$ cat src/logic/rv_pkg.sv
package rv_pkg;

    // word and register index widths
    localparam int xlen       = 32;
    localparam int reg_addr_w = 5;

    // funct7 pattern that selects the M extension multiply
    localparam logic [6:0] mul_funct7 = 7'b0000001;

    // major opcodes, bits [6:0] of the instruction word
    typedef enum logic [6:0] {
        OPC_LOAD    = 7'b0000011,
        OPC_ALU_IMM = 7'b0010011,
        OPC_AUIPC   = 7'b0010111,
        OPC_STORE   = 7'b0100011,
        OPC_ALU     = 7'b0110011,
        OPC_LUI     = 7'b0110111,
        OPC_BRANCH  = 7'b1100011,
        OPC_JAL     = 7'b1101111
    } opcode_e;

    // write-back grouping, jumps count as ALU since they write rd
    typedef enum logic [2:0] {
        CLS_ALU,
        CLS_MUL,
        CLS_LOAD,
        CLS_STORE,
        CLS_NO_WB
    } instr_class_e;

    typedef enum logic [3:0] {
        ALU_ADD,
        ALU_SUB,
        ALU_SLL,
        ALU_SLT,
        ALU_SLTU,
        ALU_XOR,
        ALU_SRL,
        ALU_SRA,
        ALU_OR,
        ALU_AND,
        ALU_MUL,
        // lui result is the immediate itself
        ALU_PASS_IMM,
        // auipc sum, or the link value for jal
        ALU_PC_ADD
    } alu_op_e;

    // branch conditions carried in funct3
    localparam logic [2:0] f3_beq  = 3'b000;
    localparam logic [2:0] f3_bne  = 3'b001;
    localparam logic [2:0] f3_blt  = 3'b100;
    localparam logic [2:0] f3_bge  = 3'b101;
    localparam logic [2:0] f3_bltu = 3'b110;
    localparam logic [2:0] f3_bgeu = 3'b111;

endpackage

$ cat src/logic/dec_ex_if.sv
`timescale 1ns/1ps

// one decoded instruction, decode to execute
interface dec_ex_if import rv_pkg::*; ();

    logic                  valid;
    logic [xlen-1:0]       pc;
    logic [reg_addr_w-1:0] rd;
    logic [reg_addr_w-1:0] rs1;
    logic [reg_addr_w-1:0] rs2;
    logic [xlen-1:0]       imm;
    alu_op_e               op;
    instr_class_e          iclass;
    logic [2:0]            funct3;
    logic                  is_branch;
    logic                  is_jump;
    logic                  use_imm;

    modport dec (
        output valid, pc, rd, rs1, rs2, imm, op, iclass, funct3,
               is_branch, is_jump, use_imm
    );

    modport ex (
        input valid, pc, rd, rs1, rs2, imm, op, iclass, funct3,
              is_branch, is_jump, use_imm
    );

endinterface

$ cat src/logic/ex_wb_if.sv
`timescale 1ns/1ps

// execute result forward, register reads back
interface ex_wb_if import rv_pkg::*; ();

    logic                  valid;
    logic [reg_addr_w-1:0] rd;
    logic [xlen-1:0]       data;
    logic                  we;

    // read port addresses come from execute
    logic [reg_addr_w-1:0] rs1_addr;
    logic [reg_addr_w-1:0] rs2_addr;

    // combinational read data from the register file
    logic [xlen-1:0]       rs1_data;
    logic [xlen-1:0]       rs2_data;

    modport ex (
        output valid, rd, data, we, rs1_addr, rs2_addr,
        input  rs1_data, rs2_data
    );

    modport wb (
        input  valid, rd, data, we, rs1_addr, rs2_addr,
        output rs1_data, rs2_data
    );

endinterface

$ cat src/logic/rv_decoder.sv
`timescale 1ns/1ps

module rv_decoder import rv_pkg::*; (
    input  logic            clk,
    input  logic            rst_n,
    input  logic            instr_valid,
    input  logic [xlen-1:0] instr,
    input  logic [xlen-1:0] pc,
    dec_ex_if.dec           dx
);

    opcode_e         opcode;
    logic [2:0]      funct3;
    logic [6:0]      funct7;
    logic [xlen-1:0] i_imm;
    logic [xlen-1:0] s_imm;
    logic [xlen-1:0] b_imm;
    logic [xlen-1:0] u_imm;
    logic [xlen-1:0] j_imm;

    alu_op_e         op;
    instr_class_e    iclass;
    logic [xlen-1:0] imm;
    logic            is_branch;
    logic            is_jump;
    logic            use_imm;

    // funct3 to ALU op, sub only exists in the register form
    function automatic alu_op_e alu_sel(input logic [2:0] f3, input logic alt,
                                        input logic is_reg);
        case (f3)
            3'b000:  return (alt && is_reg) ? ALU_SUB : ALU_ADD;
            3'b001:  return ALU_SLL;
            3'b010:  return ALU_SLT;
            3'b011:  return ALU_SLTU;
            3'b100:  return ALU_XOR;
            3'b101:  return alt ? ALU_SRA : ALU_SRL;
            3'b110:  return ALU_OR;
            default: return ALU_AND;
        endcase
    endfunction

    assign opcode = opcode_e'(instr[6:0]);
    assign funct3 = instr[14:12];
    assign funct7 = instr[31:25];

    // immediate formats, all sign extended from bit 31
    assign i_imm = {{21{instr[31]}}, instr[30:20]};
    assign s_imm = {{21{instr[31]}}, instr[30:25], instr[11:7]};
    assign b_imm = {{20{instr[31]}}, instr[7], instr[30:25], instr[11:8], 1'b0};
    assign u_imm = {instr[31:12], 12'b0};
    assign j_imm = {{12{instr[31]}}, instr[19:12], instr[20], instr[30:21], 1'b0};

    always_comb begin
        op        = ALU_ADD;
        iclass    = CLS_NO_WB;
        imm       = '0;
        is_branch = 1'b0;
        is_jump   = 1'b0;
        use_imm   = 1'b0;
        case (opcode)
            OPC_ALU: begin
                if (funct7 == mul_funct7) begin
                    op     = ALU_MUL;
                    iclass = CLS_MUL;
                end else begin
                    op     = alu_sel(funct3, funct7[5], 1'b1);
                    iclass = CLS_ALU;
                end
            end
            OPC_ALU_IMM: begin
                op      = alu_sel(funct3, funct7[5], 1'b0);
                iclass  = CLS_ALU;
                imm     = i_imm;
                use_imm = 1'b1;
            end
            OPC_LUI: begin
                op     = ALU_PASS_IMM;
                iclass = CLS_ALU;
                imm    = u_imm;
            end
            OPC_AUIPC: begin
                op     = ALU_PC_ADD;
                iclass = CLS_ALU;
                imm    = u_imm;
            end
            OPC_JAL: begin
                op      = ALU_PC_ADD;
                iclass  = CLS_ALU;
                imm     = j_imm;
                is_jump = 1'b1;
            end
            OPC_BRANCH: begin
                imm       = b_imm;
                is_branch = 1'b1;
            end
            // address math only, there is no data memory behind these
            OPC_LOAD: begin
                iclass  = CLS_LOAD;
                imm     = i_imm;
                use_imm = 1'b1;
            end
            OPC_STORE: begin
                iclass = CLS_STORE;
                imm    = s_imm;
            end
            default: begin
                iclass = CLS_NO_WB;
            end
        endcase
    end

    always_ff @(posedge clk) begin
        if (!rst_n) begin
            dx.valid <= 1'b0;
        end else begin
            dx.valid <= instr_valid;
        end
    end

    always_ff @(posedge clk) begin
        dx.pc        <= pc;
        dx.rd        <= instr[11:7];
        dx.rs1       <= instr[19:15];
        dx.rs2       <= instr[24:20];
        dx.imm       <= imm;
        dx.op        <= op;
        dx.iclass    <= iclass;
        dx.funct3    <= funct3;
        dx.is_branch <= is_branch;
        dx.is_jump   <= is_jump;
        dx.use_imm   <= use_imm;
    end

endmodule

$ cat src/logic/rv_execute.sv
`timescale 1ns/1ps

module rv_execute import rv_pkg::*; (
    input  logic            clk,
    input  logic            rst_n,
    dec_ex_if.ex            dx,
    ex_wb_if.ex             xw,
    output logic            redirect_valid,
    output logic [xlen-1:0] redirect_pc
);

    logic [xlen-1:0] rs1_val;
    logic [xlen-1:0] rs2_val;
    logic [xlen-1:0] op_a;
    logic [xlen-1:0] op_b;
    logic [xlen-1:0] product;
    logic [xlen-1:0] link;
    logic [xlen-1:0] target;
    logic [xlen-1:0] result;
    logic            fwd_ok;
    logic            taken;
    logic            writes_rd;

    // register reads go straight to the register file
    assign xw.rs1_addr = dx.rs1;
    assign xw.rs2_addr = dx.rs2;

    // one-stage bypass from our own output register
    assign fwd_ok  = xw.valid && xw.we;
    assign rs1_val = (fwd_ok && xw.rd == dx.rs1) ? xw.data : xw.rs1_data;
    assign rs2_val = (fwd_ok && xw.rd == dx.rs2) ? xw.data : xw.rs2_data;

    assign op_a = rs1_val;
    assign op_b = dx.use_imm ? dx.imm : rs2_val;

    // low half of the product is the same for signed and unsigned
    assign product = op_a * op_b;

    assign link   = dx.pc + 32'd4;
    assign target = dx.pc + dx.imm;

    always_comb begin
        case (dx.op)
            ALU_ADD:      result = op_a + op_b;
            ALU_SUB:      result = op_a - op_b;
            ALU_SLL:      result = op_a << op_b[4:0];
            ALU_SLT:      result = {{(xlen-1){1'b0}}, $signed(op_a) < $signed(op_b)};
            ALU_SLTU:     result = {{(xlen-1){1'b0}}, op_a < op_b};
            ALU_XOR:      result = op_a ^ op_b;
            ALU_SRL:      result = op_a >> op_b[4:0];
            ALU_SRA:      result = $signed(op_a) >>> op_b[4:0];
            ALU_OR:       result = op_a | op_b;
            ALU_AND:      result = op_a & op_b;
            ALU_MUL:      result = product;
            ALU_PASS_IMM: result = dx.imm;
            // jal writes the return address, auipc the pc-relative sum
            ALU_PC_ADD:   result = dx.is_jump ? link : target;
            default:      result = '0;
        endcase
    end

    // branch condition, compared on the two register values
    always_comb begin
        case (dx.funct3)
            f3_beq:  taken = (rs1_val == rs2_val);
            f3_bne:  taken = (rs1_val != rs2_val);
            f3_blt:  taken = ($signed(rs1_val) < $signed(rs2_val));
            f3_bge:  taken = ($signed(rs1_val) >= $signed(rs2_val));
            f3_bltu: taken = (rs1_val < rs2_val);
            f3_bgeu: taken = (rs1_val >= rs2_val);
            default: taken = 1'b0;
        endcase
    end

    assign writes_rd = (dx.iclass == CLS_ALU || dx.iclass == CLS_MUL) && (dx.rd != '0);

    always_ff @(posedge clk) begin
        if (!rst_n) begin
            xw.valid       <= 1'b0;
            xw.we          <= 1'b0;
            redirect_valid <= 1'b0;
        end else begin
            xw.valid       <= dx.valid;
            xw.we          <= dx.valid && writes_rd;
            redirect_valid <= dx.valid && (dx.is_jump || (dx.is_branch && taken));
        end
    end

    always_ff @(posedge clk) begin
        xw.rd       <= dx.rd;
        xw.data     <= result;
        redirect_pc <= target;
    end

endmodule

$ cat src/logic/rv_writeback.sv
`timescale 1ns/1ps

module rv_writeback import rv_pkg::*; (
    input  logic                  clk,
    input  logic                  rst_n,
    ex_wb_if.wb                   xw,
    output logic                  wb_valid,
    output logic [reg_addr_w-1:0] wb_rd,
    output logic [xlen-1:0]       wb_data
);

    // storage for x1 to x31 only
    logic [xlen-1:0] regs [31:1];
    logic            commit;

    assign commit = xw.valid && xw.we;

    // x0 always reads as zero
    assign xw.rs1_data = (xw.rs1_addr == '0) ? '0 : regs[xw.rs1_addr];
    assign xw.rs2_data = (xw.rs2_addr == '0) ? '0 : regs[xw.rs2_addr];

    always_ff @(posedge clk) begin
        if (!rst_n) begin
            for (int i = 1; i < 32; i++) begin
                regs[i] <= '0;
            end
        end else if (commit) begin
            regs[xw.rd] <= xw.data;
        end
    end

    // report only instructions that actually wrote a register
    always_ff @(posedge clk) begin
        if (!rst_n) begin
            wb_valid <= 1'b0;
        end else begin
            wb_valid <= commit;
        end
    end

    always_ff @(posedge clk) begin
        wb_rd   <= xw.rd;
        wb_data <= xw.data;
    end

endmodule

$ cat src/logic/rv_core_top.sv
`timescale 1ns/1ps

module rv_core_top import rv_pkg::*; (
    input  logic                  clk,
    input  logic                  rst_n,
    input  logic                  instr_valid,
    input  logic [xlen-1:0]       instr,
    input  logic [xlen-1:0]       pc,
    output logic                  wb_valid,
    output logic [reg_addr_w-1:0] wb_rd,
    output logic [xlen-1:0]       wb_data,
    output logic                  redirect_valid,
    output logic [xlen-1:0]       redirect_pc
);

    dec_ex_if dx ();
    ex_wb_if  xw ();

    rv_decoder u_decoder (
        .clk         (clk),
        .rst_n       (rst_n),
        .instr_valid (instr_valid),
        .instr       (instr),
        .pc          (pc),
        .dx          (dx.dec)
    );

    rv_execute u_execute (
        .clk            (clk),
        .rst_n          (rst_n),
        .dx             (dx.ex),
        .xw             (xw.ex),
        .redirect_valid (redirect_valid),
        .redirect_pc    (redirect_pc)
    );

    // register file lives in the result stage
    rv_writeback u_writeback (
        .clk      (clk),
        .rst_n    (rst_n),
        .xw       (xw.wb),
        .wb_valid (wb_valid),
        .wb_rd    (wb_rd),
        .wb_data  (wb_data)
    );

endmodule

$ cat config.mk
export PLATFORM = sky130hd
export DESIGN_NAME = rv_core_top
export DESIGN_NICKNAME = d
export VERILOG_FILES = /design/src/logic/rv_pkg.sv /design/src/logic/dec_ex_if.sv /design/src/logic/ex_wb_if.sv /design/src/logic/rv_decoder.sv /design/src/logic/rv_execute.sv /design/src/logic/rv_writeback.sv /design/src/logic/rv_core_top.sv
export SDC_FILE = /design/constraint.sdc
export NUM_CORES = 2
export LEC_CHECK = 0
export BUFFER_PORTS_ARGS = -buffer_cell sky130_fd_sc_hd__buf_2
export CORE_AREA = 2 2 443 445
export CTS_BUF_LIST = sky130_fd_sc_hd__clkbuf_16
export CTS_CLUSTER_DIAMETER = 100
export DETAILED_ROUTE_END_ITERATION = 12
export DIE_AREA = 0 0 445 447
export SKIP_LAST_GASP = 1
export SLEW_MARGIN = 25
export SYNTH_ARGS = -nofsm -noshare
export SYNTH_HDL_FRONTEND = slang
export SYNTH_SLANG_ARGS = --single-unit
$ cat constraint.sdc
create_clock -name clk -period 9.59 [get_ports clk]
set_input_delay 0.959 -clock clk [delete_from_list [all_inputs] [get_ports clk]]
set_output_delay 0.959 -clock clk [all_outputs]
set_load 0.01 [all_outputs]
==> out/metrics.csv <==
metric,value,unit
status,"finished, final reports clean",
share of layout cells above drive strength 1,0.2705,
Synth area leader,edfxtp_1,
Setup crit start kind,flip-flop,
H-tree level count,4,
post-layout util,0.5400,
die width,445,um
synth cell count leaders,"edfxtp_1 (1,024), and2_1 (892), inv_1 (550)",
setup ws final,0.1190,ns
CTS tree,built,
clock slew at reported path FFs,0.06,ns
post-synth cell types,98,
Crit. Startpoint,u_decoder.dx.rs1[0],
Post-synth EDFFs,1024,
clock period minus worst slack,9.471,ns
global-route usage over all layers,0.3847,
Vias/cell,6.431,
Async SR Flop Fraction,0,
final instance area,104800,um2
Max Cap Viol,0,
Clock Skews,0.03759,ns
synthesis-stage register bit count,1226,
Synth area leaders,"edfxtp_1 (35%), mux4_2 (11%), fa_1 (9.5%)",
top cell type's share of synthesized area,0.3536,
Slew HR,0.2664,
max-slew violations,0,
Post-Route WL,389.8,mm
Port-buffer cells,137,
Placed Area,96720,um2
worst hold start,pc[15],
Min-Delay Path Class,primary input to flip-flop,
Final Non-Filler Cells,11010,
Worst Setup Path Type,flip-flop to flip-flop,
initial antenna violation count,28,
"Arr. time, crit path",10.15,ns
Area Growth Syn to Fin,20.58,%
largest net degree at the start of global routing,67,
CTS sink cnt,1226,
routed length per instance,35.42,um
Final nets,9094,
Place WS,-0.9769,ns
CORE AREA,194200,um2
endpoints failing setup,0,
top_reg_cell synth,edfxtp_1,
Slew @ Worst Pin,1.089,ns
Mapped Cells,7593,
cell mode on critical path,fa_1,
Die Ht,447,um
slowest CP cell,a2111oi_1,
Reg-to-Reg Start,u_decoder.dx.rs1[0],
Final Hold Viols,0,
CTS Buf Count,143,
Syn Std Cell Area,86960,um2
vias in the first global route,70190,
GP Congestion,1.037,
Mean Syn Cell Area,11.45,um2
YS warnings,0,
post-route clock period utilization,0.9876,
Max Root-Sink Buffers,3,
syn_nets,8355,
DR iter-0 viols,8900,
Worst EP required,10.27,ns
cts hold-fix bufs,0,
CP max FO,7,
critical path's largest stage delay,0.68,ns
remaining global-route overflow,0,
CP endpoint kind,flip-flop,
total die area,198900,um2
post-synthesis sequential area ratio,0.4001,
Routed Antenna Nets,0,
register area,34820,um2
Buf/Inv on CP,11,
Top delay family on crit path,adder cells,
clk_lat worst skew,0.82,ns
Multi-input gate area,49200,um2
RSZ-0062 raised after global routing,yes,
first-pass GRT wire length,537.1,mm
post-DP HPWL,279.1,mm
IO Count,138,
worst reg2reg setup slack,0.12,ns
FMAX,0.1056,GHz
Layout fillers,16670,
Initial Utilization,0.4478,
std cell rows,162,
via count,70790,
Clk Tree Root Cell,clkbuf_16,
cell count after placement,10590,
drt drc,0,
First-pass DRT Iterations,6,
cell with the most instances after synthesis,edfxtp_1,
-- through the flow --
step,hold slack (ns),setup TNS [ns]
floorplan,0.3227,0
global placement,0.3339,-13.35
detailed placement,0.3407,-10.34
CTS,0.2126,-0.02100
global route,0.2406,-0.3498
finish,0.2564,0
-- cells in the final DEF (no fill, tap or decap), drive strengths merged, types with 74 or more instances in the layout --
| cell | count |
|---|---|
| buf | 1175 |
| edfxtp | 1024 |
| and2 | 892 |
| inv | 589 |
| nor2 | 522 |
| nand2 | 499 |
| mux4 | 433 |
| fa | 411 |
| mux2i | 312 |
| ha | 284 |
| a21oi | 239 |
| o21ai | 204 |
| dfxtp | 202 |
| clkbuf | 154 |
| nor3 | 152 |
| xnor2 | 87 |
| a21o | 85 |
| o221ai | 74 |
-- final timing paths --
check | endpoint | cells past startpoint
worst min-delay path | u_decoder.dx.pc[15] | 1
worst max-delay path | u_execute.xw.data[21] | 37
worst min register to register | u_execute.xw.rd[4] | 0
worst max register to register | u_execute.xw.data[21] | 37
-- worst reg2reg max path: cells and delay by family, from the launching register on --
kind,cells,cell delay [ns]
AOI/OAI and AO/OA,9,2.11
xor gates and xnor gates,1,0.15
adders and majority gates,9,3.80
buffers and inverters,11,1.26
DFF,1,0.43
muxes,1,0.48
and+or+nand+nor,6,1.11
-- cells by family after synthesis --
family	after synthesis	synth area share
adders and majority gates	695	0.1355
AOI/OAI and AO/OA	1187	0.09502
buffers and inverters	1162	0.05711
and+or+nand+nor	2361	0.1383
xor gates and xnor gates	145	0.01540
DFF	1226	0.4001
muxes	817	0.1585
-- per-layer routing --
layer	global-route usage	vias to the layer above	wire, um
met5	0	-	16
met4	0.3083	4	36690
met3	0.07947	1338	36980
met2	0.6079	4646	179500
met1	0.4578	35900	136700
li1	-	28900	-
-- state kept, by name (all words and copies together) (netlist names) --
name and cells:
u_decoder.dx.op 4, u_decoder.dx.valid 1, u_decoder.dx.funct3 3, u_execute.redirect_valid 1, u_execute.xw.rd 5, u_decoder.dx.rs1 5
u_execute.xw.we 1, u_decoder.dx.iclass 2, u_writeback.wb_rd 5, u_decoder.dx.is_jump 1, u_decoder.dx.pc 32, u_execute.xw.valid 1
u_decoder.dx.is_branch 1, u_decoder.dx.rd 5, u_execute.redirect_pc 32, u_decoder.dx.rs2 5, u_writeback.regs 1024, u_writeback.wb_valid 1
u_decoder.dx.imm 32, u_writeback.wb_data 32, u_decoder.dx.use_imm 1, u_execute.xw.data 32
-- layout make-up --
type                    count  area share
diodes                     13   0.0003103
inverters                 568     0.02082
flip-flops and latches   1226      0.3321
clock buffers             145     0.03461
repair buffers           1188      0.1022
clock inverters           119     0.01037
multi-input cells        5205      0.4692
well taps                2542     0.03033
-- repair_timing --
item / 4_1_cts / 5_1_grt
setup endpoints to repair: 17 / 17
hold endpoints to repair: 0 / 0
buffers inserted: 35 / 104
cloned: 5 / 9
resized for setup: 141 / 325
pin swaps: 32 / 155
Power is not shown: default switching activity piles up to over one toggle a cycle in this logic, so the estimate is an artifact.
